[config.mk]
export PLATFORM = sky130hd
export DESIGN_NAME = sd_dma_top
export DESIGN_NICKNAME = d
export VERILOG_FILES = /design/src/sd_dma_pkg.sv /design/src/adma_fsm.sv /design/src/burst_engine.sv /design/src/dma_status.sv /design/src/sd_dma_top.sv
export SDC_FILE = /design/constraint.sdc
export NUM_CORES = 1
export LEC_CHECK = 0
export ABC_AREA = 1
export BUFFER_PORTS_ARGS = -buffer_cell sky130_fd_sc_hd__buf_2
export CAP_MARGIN = 5
export CORE_MARGIN = 5
export CORE_UTILIZATION = 40
export CTS_CLUSTER_SIZE = 8
export DETAILED_ROUTE_END_ITERATION = 10
export PLACE_DENSITY = 0.56
export RECOVER_POWER = 50
export SYNTH_ARGS = -nofsm -noshare
export SYNTH_HDL_FRONTEND = slang
export SYNTH_SLANG_ARGS = --single-unit
[constraint.sdc]
create_clock -name clock -period 7.55 [get_ports clock]
set_input_delay 1.51 -clock clock [delete_from_list [all_inputs] [get_ports clock]]
set_output_delay 1.51 -clock clock [all_outputs]
set_load 0.01 [all_outputs]
[src/sd_dma_pkg.sv]
package sd_dma_pkg;

  //////////////////////////////////////////////////////////////////////
  // Bus and descriptor geometry
  //////////////////////////////////////////////////////////////////////

  localparam int DESC_W     = 64;
  localparam int ADDR_W     = 32;
  localparam int DATA_W     = 32;
  localparam int AXI_LEN_W  = 8;
  localparam int AXI_RESP_W = 2;
  localparam int IRQ_W      = 3;

  // 16 words per burst, addresses step by 64 bytes
  localparam int BURST_WORDS = 16;
  localparam logic [ADDR_W-1:0] BURST_BYTES = BURST_WORDS * 4;

  // Card block size in words, engine pauses after each one
  localparam int BLOCK_WORDS = 128;

  // Enough for a 64 KiB descriptor (16384 words)
  localparam int WORDS_W = 15;

  // Descriptor fetch is one two-beat read
  localparam int FETCH_WORDS = 2;
  localparam logic [ADDR_W-1:0] DESC_STRIDE = 8;

  // Descriptor field positions
  localparam int DESC_VALID   = 0;
  localparam int DESC_END     = 1;
  localparam int DESC_ACT_LO  = 4;
  localparam int DESC_LEN_LO  = 16;
  localparam int DESC_ADDR_LO = 32;

  //////////////////////////////////////////////////////////////////////
  // States and opcodes
  //////////////////////////////////////////////////////////////////////

  typedef enum logic [1:0] {ST_STOP, ST_FDS, ST_CADR, ST_TFR} adma_state_e;

  // Encoding taken from the ADMA2 action field
  typedef enum logic [1:0] {ACT_NOP, ACT_RSV, ACT_TRAN, ACT_LINK} desc_act_e;

  typedef enum logic [1:0] {OP_FETCH, OP_MEM2CARD, OP_CARD2MEM} xfer_op_e;

  typedef enum logic [2:0] {
    E_IDLE, E_ADDR, E_DATA, E_BLOCK_WAIT, E_FILL_WAIT, E_RESP
  } engine_state_e;

  // Bit positions in the interrupt vector
  typedef enum logic [1:0] {IRQ_XFER = 0, IRQ_DESC_ERR = 1, IRQ_BUS_ERR = 2} irq_e;

endpackage

[src/adma_fsm.sv]
`timescale 1ns/1ps

module adma_fsm import sd_dma_pkg::*; (
  input  logic                clock,
  input  logic                reset,
  input  logic                start,
  input  logic                dir,
  input  logic [ADDR_W-1:0]   desc_base,
  output logic                cmd_valid,
  output xfer_op_e            cmd_op,
  output logic [ADDR_W-1:0]   cmd_addr,
  output logic [WORDS_W-1:0]  cmd_words,
  input  logic                cmd_ready,
  input  logic                done,
  input  logic [DESC_W-1:0]   desc_word,
  input  logic                bus_err,
  output logic                xfer_end,
  output logic                desc_err
);

  adma_state_e        state;
  logic [ADDR_W-1:0]  desc_ptr;
  logic [DESC_W-1:0]  desc;
  logic               dir_q;

  desc_act_e          desc_act;
  logic               desc_end;
  logic [15:0]        desc_len;
  logic [ADDR_W-1:0]  desc_addr;
  logic [WORDS_W-1:0] tran_words;
  logic [ADDR_W-1:0]  next_ptr;

  //////////////////////////////////////////////////////////////////////
  // Current descriptor fields
  //////////////////////////////////////////////////////////////////////

  assign desc_act  = desc_act_e'(desc[DESC_ACT_LO +: 2]);
  assign desc_end  = desc[DESC_END];
  assign desc_len  = desc[DESC_LEN_LO +: 16];
  assign desc_addr = desc[DESC_ADDR_LO +: ADDR_W];

  // Zero length stands for 65536 bytes
  assign tran_words = (desc_len == 16'd0) ? WORDS_W'(16384)
                                          : {1'b0, desc_len[15:2]};

  // Link jumps, everything else steps to the next line
  assign next_ptr = (desc_act == ACT_LINK) ? desc_addr : desc_ptr + DESC_STRIDE;

  //////////////////////////////////////////////////////////////////////
  // Descriptor state machine
  //////////////////////////////////////////////////////////////////////

  always_ff @(posedge clock) begin
    if (!reset) begin
      state     <= ST_STOP;
      cmd_valid <= 1'b0;
      xfer_end  <= 1'b0;
      desc_err  <= 1'b0;
    end else begin
      xfer_end <= 1'b0;
      desc_err <= 1'b0;

      // Command is taken once the engine is idle
      if (cmd_valid && cmd_ready) begin
        cmd_valid <= 1'b0;
      end

      case (state)
        ST_STOP: begin
          if (start) begin
            desc_ptr  <= desc_base;
            dir_q     <= dir;
            cmd_valid <= 1'b1;
            cmd_op    <= OP_FETCH;
            cmd_addr  <= desc_base;
            state     <= ST_FDS;
          end
        end

        ST_FDS: begin
          if (done) begin
            desc <= desc_word;
            if (desc_word[DESC_VALID]) begin
              state <= ST_CADR;
            end else begin
              desc_err <= 1'b1;
              state    <= ST_STOP;
            end
          end
        end

        ST_CADR: begin
          desc_ptr <= next_ptr;
          if (desc_act == ACT_TRAN) begin
            cmd_valid <= 1'b1;
            cmd_op    <= dir_q ? OP_MEM2CARD : OP_CARD2MEM;
            cmd_addr  <= desc_addr;
            cmd_words <= tran_words;
            state     <= ST_TFR;
          end else if (desc_end) begin
            xfer_end <= 1'b1;
            state    <= ST_STOP;
          end else begin
            cmd_valid <= 1'b1;
            cmd_op    <= OP_FETCH;
            cmd_addr  <= next_ptr;
            state     <= ST_FDS;
          end
        end

        ST_TFR: begin
          if (done) begin
            if (desc_end) begin
              xfer_end <= 1'b1;
              state    <= ST_STOP;
            end else begin
              // Pointer already advanced in ST_CADR
              cmd_valid <= 1'b1;
              cmd_op    <= OP_FETCH;
              cmd_addr  <= desc_ptr;
              state     <= ST_FDS;
            end
          end
        end

        default: state <= ST_STOP;
      endcase

      // Error response kills the whole chain
      if (bus_err) begin
        cmd_valid <= 1'b0;
        state     <= ST_STOP;
      end
    end
  end

endmodule

[src/burst_engine.sv]
`timescale 1ns/1ps

module burst_engine import sd_dma_pkg::*; (
  input  logic                  clock,
  input  logic                  reset,
  input  logic                  cmd_valid,
  input  xfer_op_e              cmd_op,
  input  logic [ADDR_W-1:0]     cmd_addr,
  input  logic [WORDS_W-1:0]    cmd_words,
  output logic                  cmd_ready,
  output logic                  done,
  output logic [DESC_W-1:0]     desc_word,
  output logic                  bus_err,
  output logic [ADDR_W-1:0]     araddr,
  output logic [AXI_LEN_W-1:0]  arlen,
  output logic                  arvalid,
  input  logic                  arready,
  input  logic [DATA_W-1:0]     rdata,
  input  logic [AXI_RESP_W-1:0] rresp,
  input  logic                  rlast,
  input  logic                  rvalid,
  output logic                  rready,
  output logic [ADDR_W-1:0]     awaddr,
  output logic [AXI_LEN_W-1:0]  awlen,
  output logic                  awvalid,
  input  logic                  awready,
  output logic [DATA_W-1:0]     wdata,
  output logic                  wlast,
  output logic                  wvalid,
  input  logic                  wready,
  input  logic [AXI_RESP_W-1:0] bresp,
  input  logic                  bvalid,
  output logic                  bready,
  output logic                  card_wr,
  output logic [DATA_W-1:0]     card_data,
  output logic                  card_rd,
  input  logic [DATA_W-1:0]     card_rdata,
  input  logic                  card_fill,
  output logic                  start_write,
  input  logic                  block_done
);

  engine_state_e                    state;
  xfer_op_e                         op;
  logic [ADDR_W-1:0]                addr;
  logic [WORDS_W-1:0]               words_left;
  logic [$clog2(BURST_WORDS)-1:0]   beat_cnt;
  logic [$clog2(BLOCK_WORDS)-1:0]   block_cnt;
  logic [WORDS_W-1:0]               fill_cnt;
  logic [DATA_W-1:0]                desc_lo;
  logic                             err_q;
  logic                             is_read;
  logic                             r_beat;
  logic                             w_beat;

  //////////////////////////////////////////////////////////////////////
  // Channel outputs
  //////////////////////////////////////////////////////////////////////

  assign is_read   = (op != OP_CARD2MEM);
  assign cmd_ready = (state == E_IDLE);

  assign araddr  = addr;
  assign arlen   = (op == OP_FETCH) ? AXI_LEN_W'(FETCH_WORDS - 1)
                                    : AXI_LEN_W'(BURST_WORDS - 1);
  assign arvalid = (state == E_ADDR) && is_read;
  assign rready  = (state == E_DATA) && is_read;
  assign r_beat  = rvalid && rready;

  assign awaddr  = addr;
  assign awlen   = AXI_LEN_W'(BURST_WORDS - 1);
  assign awvalid = (state == E_ADDR) && !is_read;
  assign wvalid  = (state == E_DATA) && !is_read;
  assign wlast   = wvalid && (beat_cnt == BURST_WORDS - 1);
  assign wdata   = card_rdata;
  assign w_beat  = wvalid && wready;

  // Card FIFO moves in lockstep with the bus beats
  assign card_wr   = r_beat && (op == OP_MEM2CARD);
  assign card_data = rdata;
  assign card_rd   = w_beat;

  // Words the serializer has filled but not yet sent to memory
  always_ff @(posedge clock) begin
    if (!reset) begin
      fill_cnt <= '0;
    end else begin
      case ({card_fill, card_rd})
        2'b10:   fill_cnt <= fill_cnt + 1'b1;
        2'b01:   fill_cnt <= fill_cnt - 1'b1;
        default: fill_cnt <= fill_cnt;
      endcase
    end
  end

  //////////////////////////////////////////////////////////////////////
  // Burst sequencer
  //////////////////////////////////////////////////////////////////////

  always_ff @(posedge clock) begin
    if (!reset) begin
      state       <= E_IDLE;
      block_cnt   <= '0;
      done        <= 1'b0;
      bus_err     <= 1'b0;
      start_write <= 1'b0;
      bready      <= 1'b0;
    end else begin
      done        <= 1'b0;
      bus_err     <= 1'b0;
      start_write <= 1'b0;
      bready      <= 1'b0;

      case (state)
        E_IDLE: begin
          if (cmd_valid) begin
            op         <= cmd_op;
            addr       <= cmd_addr;
            words_left <= cmd_words;
            state      <= (cmd_op == OP_CARD2MEM) ? E_FILL_WAIT : E_ADDR;
          end
        end

        E_FILL_WAIT: begin
          if (fill_cnt >= BURST_WORDS) begin
            state <= E_ADDR;
          end
        end

        E_ADDR: begin
          if ((arvalid && arready) || (awvalid && awready)) begin
            beat_cnt <= '0;
            err_q    <= 1'b0;
            state    <= E_DATA;
          end
        end

        E_DATA: begin
          if (r_beat) begin
            beat_cnt <= beat_cnt + 1'b1;
            err_q    <= err_q | rresp[1];
            if (op == OP_MEM2CARD) begin
              block_cnt <= block_cnt + 1'b1;
            end
            if (beat_cnt == 0) begin
              desc_lo <= rdata;
            end
            if (rlast) begin
              // Drain the whole burst before giving up
              if (err_q || rresp[1]) begin
                bus_err   <= 1'b1;
                block_cnt <= '0;
                state     <= E_IDLE;
              end else if (op == OP_FETCH) begin
                desc_word <= {rdata, desc_lo};
                done      <= 1'b1;
                state     <= E_IDLE;
              end else begin
                addr       <= addr + BURST_BYTES;
                words_left <= words_left - WORDS_W'(BURST_WORDS);
                if (block_cnt == BLOCK_WORDS - 1) begin
                  start_write <= 1'b1;
                end
                if (words_left == WORDS_W'(BURST_WORDS)) begin
                  done  <= 1'b1;
                  state <= E_IDLE;
                end else if (block_cnt == BLOCK_WORDS - 1) begin
                  state <= E_BLOCK_WAIT;
                end else begin
                  state <= E_ADDR;
                end
              end
            end
          end
          if (w_beat) begin
            beat_cnt <= beat_cnt + 1'b1;
            if (wlast) begin
              words_left <= words_left - WORDS_W'(BURST_WORDS);
              state      <= E_RESP;
            end
          end
        end

        E_BLOCK_WAIT: begin
          if (block_done) begin
            state <= E_ADDR;
          end
        end

        E_RESP: begin
          // bready is a one-cycle answer to bvalid
          bready <= bvalid && !bready;
          if (bvalid && bready) begin
            if (bresp[1]) begin
              bus_err <= 1'b1;
              state   <= E_IDLE;
            end else begin
              addr <= addr + BURST_BYTES;
              if (words_left == '0) begin
                done  <= 1'b1;
                state <= E_IDLE;
              end else begin
                state <= E_FILL_WAIT;
              end
            end
          end
        end

        default: state <= E_IDLE;
      endcase
    end
  end

endmodule

[src/dma_status.sv]
`timescale 1ns/1ps

module dma_status import sd_dma_pkg::*; (
  input  logic             clock,
  input  logic             reset,
  input  logic             xfer_end,
  input  logic             desc_err,
  input  logic             bus_err,
  input  logic             int_clear,
  output logic [IRQ_W-1:0] irq
);

  logic [IRQ_W-1:0] irq_set;

  //////////////////////////////////////////////////////////////////////
  // Event pulses mapped onto the vector
  //////////////////////////////////////////////////////////////////////

  always_comb begin
    irq_set               = '0;
    irq_set[IRQ_XFER]     = xfer_end;
    irq_set[IRQ_DESC_ERR] = desc_err;
    irq_set[IRQ_BUS_ERR]  = bus_err;
  end

  // Sticky bits, a new event beats a clear in the same cycle
  always_ff @(posedge clock) begin
    if (!reset) begin
      irq <= '0;
    end else if (int_clear) begin
      irq <= irq_set;
    end else begin
      irq <= irq | irq_set;
    end
  end

endmodule

[src/sd_dma_top.sv]
`timescale 1ns/1ps

module sd_dma_top import sd_dma_pkg::*; (
  input  logic                  clock,
  input  logic                  reset,
  input  logic                  start,
  input  logic                  dir,
  input  logic [ADDR_W-1:0]     desc_base,
  input  logic                  int_clear,
  output logic [IRQ_W-1:0]      irq,
  // AXI master
  output logic [ADDR_W-1:0]     araddr,
  output logic [AXI_LEN_W-1:0]  arlen,
  output logic                  arvalid,
  input  logic                  arready,
  input  logic [DATA_W-1:0]     rdata,
  input  logic [AXI_RESP_W-1:0] rresp,
  input  logic                  rlast,
  input  logic                  rvalid,
  output logic                  rready,
  output logic [ADDR_W-1:0]     awaddr,
  output logic [AXI_LEN_W-1:0]  awlen,
  output logic                  awvalid,
  input  logic                  awready,
  output logic [DATA_W-1:0]     wdata,
  output logic                  wlast,
  output logic                  wvalid,
  input  logic                  wready,
  input  logic [AXI_RESP_W-1:0] bresp,
  input  logic                  bvalid,
  output logic                  bready,
  // Card FIFO
  output logic                  card_wr,
  output logic [DATA_W-1:0]     card_data,
  output logic                  card_rd,
  input  logic [DATA_W-1:0]     card_rdata,
  input  logic                  card_fill,
  output logic                  start_write,
  input  logic                  block_done
);

  logic               cmd_valid;
  xfer_op_e           cmd_op;
  logic [ADDR_W-1:0]  cmd_addr;
  logic [WORDS_W-1:0] cmd_words;
  logic               cmd_ready;
  logic               done;
  logic [DESC_W-1:0]  desc_word;
  logic               bus_err;
  logic               xfer_end;
  logic               desc_err;

  adma_fsm u_fsm (
    .clock, .reset,
    .start, .dir, .desc_base,
    .cmd_valid, .cmd_op, .cmd_addr, .cmd_words, .cmd_ready,
    .done, .desc_word, .bus_err,
    .xfer_end, .desc_err
  );

  burst_engine u_engine (
    .clock, .reset,
    .cmd_valid, .cmd_op, .cmd_addr, .cmd_words, .cmd_ready,
    .done, .desc_word, .bus_err,
    .araddr, .arlen, .arvalid, .arready,
    .rdata, .rresp, .rlast, .rvalid, .rready,
    .awaddr, .awlen, .awvalid, .awready,
    .wdata, .wlast, .wvalid, .wready,
    .bresp, .bvalid, .bready,
    .card_wr, .card_data, .card_rd, .card_rdata,
    .card_fill, .start_write, .block_done
  );

  dma_status u_status (
    .clock, .reset,
    .xfer_end, .desc_err, .bus_err,
    .int_clear,
    .irq
  );

endmodule

==> results.ini, run 1 <==
[global_routing]
grt_max_degree = 54
grt_pass1_vias = 10800
grtUsageTotal_pct = 17.9
grt_pass1_wl_um = 59200
antenna_found_initial = 7
grt-ovfl-total = 0

[clock_network]
clock-sinks = 296
post-cts-setup-buffers = 0
clkSlewWorstSetupHoldPaths_ps = 50
cts_buffers = 43
post_cts_resized = 0
clock_latency_ps = 550
clk_path_buf_depth = 3
clockRootBuffer = clkbuf_16
cts_tree = yes
ctsHoldBuffers = 0
h-tree-depth = 2

[placed_design]
post_dp_cell_area_um2 = 16100
gp_congestion = 0.919
numPortBuffers = 189
post-dp-hpwl_um = 28000

[detailed_routing]
wl_per_cell_um = 16.6
drt_wl_total_um = 38600
postRouteAntennaNets = 0
drc = 0
routed_via_density = 4.95
num_vias = 11500
drtIter0Drc = 715
drt-pass1-iter-count = 5

[yosys]
synth-seq-cells = 296
async_flop_share_pct = 0
syn_area_um2 = 15400
synth_enable_flop_cells = 259
yosys.area.top_type = edfxtp_1
synth.top_cells.by_area = edfxtp_1, nand2_1, buf_4
synth_flop_cell = edfxtp_1
yosysSeqAreaShare_pct = 55.4
syn_inst = 1703
ys_warn_count = 0
synth_top_cell_area_share_pct = 50.6
synth_cell_types = 50
avgSynthCellArea_um2 = 9.02

[sta]
finalSetupViolCount = 0
fmax_mhz = 179
slew_headroom_pct = -93.7
fin_skew_ps = 17.4
drv_slew = 164
hold_ws_ps = 404
worstMarginPinSlew_ps = 2910
fin_tns_setup_ps = 0
min_period_over_period_pct = 73.8
period_needed_ps = 5570
rsz0062_at_grt = no
hold_viol = 0

[finish]
layout_common_cells = nand2_1, edfxtp_1, inv_1
mostFrequentLayoutCell = nand2_1
drive_above_1_share_pct = 11.5
fin_area_um2 = 17100
synthToLayoutAreaGrowth_pct = 11.2
fin_nets = 1914

[floorplan]
core_area_um2 = 37800
dieArea_um2 = 42400
die_x_um = 206
die_h_um = 206
io_pins = 269
start_util_pct = 40.7
num_rows = 71

[critical_path]
cp_slowest_cell = clkbuf_1
worstPathArrival_ps = 5820
crit_path_max_fanout = 36
crit_top_cell = buf_4
cp_cell_sequence = buf_4, inv_1, nor2_4, clkbuf_1, inv_2, nor2_2, buf_4, o21ai_0, inv_1, nor4_2, buf_4
max_stage_delay_ps = 1330
critPathRequiredTime_ps = 7800
crit_path_start_kind = register
r2r-start = u_fsm.state[1]
crit_path_start = u_fsm.state[1]
end_kind = register
path_class = reg2reg

[pwr]
comb_power_share_pct = 14.1
sequentialPowerShare_pct = 46.4
p_per_area_nw_per_um2 = 256
irDropWorstVdd_mv = 0.190
p_clk_share_pct = 39.5
cellLeakagePower_nw = 7.03
power_switching_share_pct = 27.3
p_sw_mw = 1.19
p_int_mw = 3.18

[hold_path]
hold_class = reg2reg
hp-start = u_engine.desc_word[39]

[run_status]
status = complete, but fails checks
violations = capacitance limit, slew limit

[flow_run]
cap_violations = 4

==> critical path, delay by kind of cell (launching register included) <==
kind	cells	cell delay [ps]
AOI/OAI and AO/OA	1	160
and+or+nand+nor	3	950
DFF	1	300
buffers and inverters	7	3780
==> registers in the layout, summed over array words and instances, names as in the netlist, 2 cells and up <==
signal               count
u_engine.araddr         32
u_engine.beat_cnt        4
u_engine.block_cnt       7
u_engine.desc_lo        20
u_engine.desc_word      52
u_engine.fill_cnt       15
u_engine.op              2
u_engine.state           3
u_engine.words_left     15
u_fsm.cmd_addr          32
u_fsm.cmd_op             2
u_fsm.cmd_words         15
u_fsm.desc              51
u_fsm.desc_ptr          32
u_fsm.state              2
u_status.irq             3
==> routing by layer <==
| metal | global-route usage, % | part of all wire, % |
|---|---|---|
| met5 | 0 | 0.12 |
| met4 | 6.01 | 2.4 |
| met3 | 4.52 | 8.2 |
| met2 | 28.0 | 45 |
| met1 | 24.4 | 44 |
==> synthesized netlist by cell type, types with 2 or more instances <==
cell / instances
a21oi_1: 62
a22oi_1: 3
a31oi_1: 9
buf_1: 5
buf_2: 11
buf_4: 112
clkbuf_1: 41
conb_1: 2
dfxtp_1: 37
edfxtp_1: 259
ha_1: 10
inv_1: 195
inv_2: 5
nand2_1: 424
nand2_2: 5
nand2_4: 3
nand3_1: 96
nand4_1: 23
nor2_1: 166
nor2_2: 3
nor2_4: 3
nor2_8: 2
nor3_1: 34
nor3_2: 4
nor4_1: 11
o2111ai_1: 6
o211ai_1: 11
o21ai_0: 71
o21ai_1: 9
o21bai_1: 2
o221ai_1: 15
o22ai_1: 2
or2_2: 6
xnor2_1: 14
xor2_1: 27
==> cell families after synthesis <==
kind of cell,count (synthesis),share of synthesized area [%]
compound gates,197,7.43
xor+xnor,42,2.44
simple gates,787,22.0
buf+inv,369,11.8
other cells,2,0.0489
fa+ha+maj,10,0.814
flops,296,55.4
==> metrics by stage <==
stage | utilization, % | worst slack [ps] | cells | power [mW]
floorplan | - | 1710 | 1714 | 2.52
global placement | 42.5 | 3080 | 2257 | 2.69
detailed placement | 42.5 | 3080 | 2257 | 2.70
CTS | 45.7 | 3400 | 2322 | 4.46
global route | 45.3 | 1730 | 2322 | 4.60
finish | 45.3 | 1980 | 2324 | 4.37
==> path summary, 6_finish.rpt <==
check	endpoint	slack, ps	cells after the start
setup / recovery	u_fsm.cmd_addr[16]	1980	11
hold / removal	u_fsm.desc[39]	400	0
setup reg to reg	u_fsm.cmd_addr[16]	1980	11
hold reg to reg	u_fsm.desc[39]	400	0
==> power by group through the flow <==
| stage | logic [mW] | registers (mW) | clock network (mW) |
|---|---|---|---|
| final | 0.615 | 2.03 | 1.73 |
| after global routing | 0.694 | 2.04 | 1.86 |
| after CTS | 0.645 | 2.03 | 1.78 |
| after detailed placement | 0.641 | 2.06 | 0 |
| after global placement | 0.635 | 2.06 | 0 |
| after floorplan | 0.467 | 2.06 | 0 |
==> layout make-up <==
cell class,instances,area [um2]
Multi-Input combinational cell,1049,5050
Clock inverter,2,28.8
Antenna cell,2,5.00
Tap cell,511,639
Timing Repair Buffer,201,935
Sequential cell,296,8520
Clock buffer,63,1170
Inverter,200,751
Fill cell,3729,20700
Note: power is estimated with default switching activity, not from simulation.
==> run 2: changes to the inputs <==
--- a/config.mk
+++ b/config.mk
@@ -5,7 +5,7 @@
 export SDC_FILE = /design/constraint.sdc
 export NUM_CORES = 1
 export LEC_CHECK = 0
-export ABC_AREA = 1
+export ABC_AREA = 0
 export BUFFER_PORTS_ARGS = -buffer_cell sky130_fd_sc_hd__buf_2
 export CAP_MARGIN = 5
 export CORE_MARGIN = 5
==> constraint.sdc (replaced) <==
create_clock -name clock -period 5.25 [get_ports clock]
set_input_delay 1.05 -clock clock [delete_from_list [all_inputs] [get_ports clock]]
set_output_delay 1.05 -clock clock [all_outputs]
set_load 0.01 [all_outputs]
==> results.ini, run 2 <==
[run_status]
status = complete, but fails checks
violations = capacitance limit, slew limit

[detailed_routing]
wl_per_cell_um = 17.9
drtIter0Drc = 913
routed_via_density = 5.22
drt_wl_total_um = 34400
drt-pass1-iter-count = 5
drc = 0
postRouteAntennaNets = 0
num_vias = 10100

[hold_path]
hold_class = reg2reg

[critical_path]
path_class = reg2out
critPathRequiredTime_ps = 4200
worstPathArrival_ps = 3080
end_kind = primary output
crit_path_max_fanout = 19
crit_path_start_kind = register

[finish]
regMostFlops = u_engine.desc_word
largest_reg_flops = 52
fin_area_um2 = 16500
layout_common_cells = edfxtp_1, nand2_1, clkbuf_1
synthToLayoutAreaGrowth_pct = 10.5
utilization_pct = 44.9
reg_top3 = u_engine.desc_word x52, u_fsm.desc x51
mostFrequentLayoutCell = edfxtp_1
drive_above_1_share_pct = 10.9
fin_nets = 1560

[yosys]
yosysMostFrequentCell = edfxtp_1
yosysSeqAreaShare_pct = 57.1
ys_top_cells_by_count = edfxtp_1, nand2_1, buf_4, nor2_1, o21ai_0
synth_cell_types = 79
synth_enable_flop_cells = 259
async_flop_share_pct = 0
syn_inst = 1375
yosys.area.top_type = edfxtp_1
synth_flop_cell = edfxtp_1
synth.top_cells.by_area = edfxtp_1, buf_4, dfxtp_1
syn_area_um2 = 14900
synth_top_cell_area_share_pct = 52.1
avgSynthCellArea_um2 = 10.9
synth-seq-cells = 296
ys_warn_count = 0

[clock_network]
h-tree-depth = 2
post_cts_resized = 0
clockRootBuffer = clkbuf_16
ctsHoldBuffers = 0
clkSlewWorstSetupHoldPaths_ps = 50
cts_tree = yes
clock-sinks = 296
post-cts-setup-buffers = 0
cts_buffers = 43
clock_latency_ps = 540
clk_path_buf_depth = 3

[sta]
fin_skew_ps = 28.3
worstMarginPinSlew_ps = 2260
period_needed_ps = 4130
min_period_over_period_pct = 78.7
rsz0062_at_grt = no
fin_tns_setup_ps = 0
hold_ws_ps = 409
drv_slew = 82
fmax_mhz = 242
finalSetupViolCount = 0
hold_viol = 0
slew_headroom_pct = -51.1

[floorplan]
core_area_um2 = 36700
dieArea_um2 = 41300
io_pins = 269
num_rows = 70
die_h_um = 203
start_util_pct = 40.7
die_x_um = 203

[pwr]
p_per_area_nw_per_um2 = 358
finalPower_mw = 5.90
cellLeakagePower_nw = 5.69
irDropWorstVdd_mv = 0.240

[global_routing]
grtUsageTotal_pct = 16.3
grt_max_degree = 60
grt_pass1_vias = 9642
antenna_found_initial = 4
grt-ovfl-total = 0
grt_pass1_wl_um = 54200

[placed_design]
gp_congestion = 0.850
numPortBuffers = 189
post_dp_cell_area_um2 = 15500
post-dp-hpwl_um = 24000

[flow_run]
cap_violations = 2

-- run 2: cell count changes in the layout (fill, tap and decap cells not counted), sizes merged, moves of 22 or more --
cell,previous run,this run
nor2,174,99
o21ai,80,115
buf,132,86
nor3,39,16
inv,202,28
clkbuf,132,181
nand3,97,37
xnor2,14,49
nand2,432,160
mux2i,0,22
-- run 2: cell families after synthesis --
group	after synthesis	synth area share (%)
AND/OR/NAND/NOR	459	15.3
multiplexers	32	2.23
adder cells (fa/ha/maj)	10	0.838
buffers and inverters	225	8.53
AO/OA/AOI/OAI	267	11.1
other	2	0.0503
flip-flops	296	57.1
XOR/XNOR	84	4.93
-- run 2: critical path, stage by stage (launching register included) --
cell and delay [ps]:
dfxtp_1 480, nor3b_1 880, nand3_1 390, nor3b_2 560
buf_2 240
-- run 2: final cells by class --
cell class                 instances  area, um2
fill                            3471      20200
sequential                       296       8520
multi-input combinational        865       5180
clock buffer                      62       1160
timing repair buffer             205        910
tap                              468        586
inverter                          26       97.6
clock inverter                     5       33.8
antenna                            2       5.00
-- run 2: metrics by stage --
stage,setup WS [ps],std cells
floorplan,910,1386
global placement,1500,1860
detailed placement,1370,1860
CTS,1470,1927
global route,920,1928
finish,1120,1929
-- run 2: metal layers --
metal  vias up  share of wire [%]  wire length, um  track usage [%]
met5         -              0.055               19                0
met4         2                2.6              886             4.91
met3        60                5.9             2020             3.10
met2       302                 44            15200             24.7
met1      4772                 47            16300             23.9
li1       4942                  -                -                -
-- run 2: final timing paths --
kind / start / end / slack [ps] / cells past startpoint
max: u_engine.state[0] / card_wr / 1120 / 4
min reg2reg: u_engine.desc_word[1] / u_fsm.desc[1] / 410 / 0
min: u_engine.desc_word[1] / u_fsm.desc[1] / 410 / 0
max reg2reg: u_engine.state[0] / u_engine.desc_word[59] / 1430 / 5
-- run 2: where the power goes --
group	internal, mW	switching (mW)
Clock	1.51	0.953
Combinational	0.216	0.381
Sequential	2.70	0.142
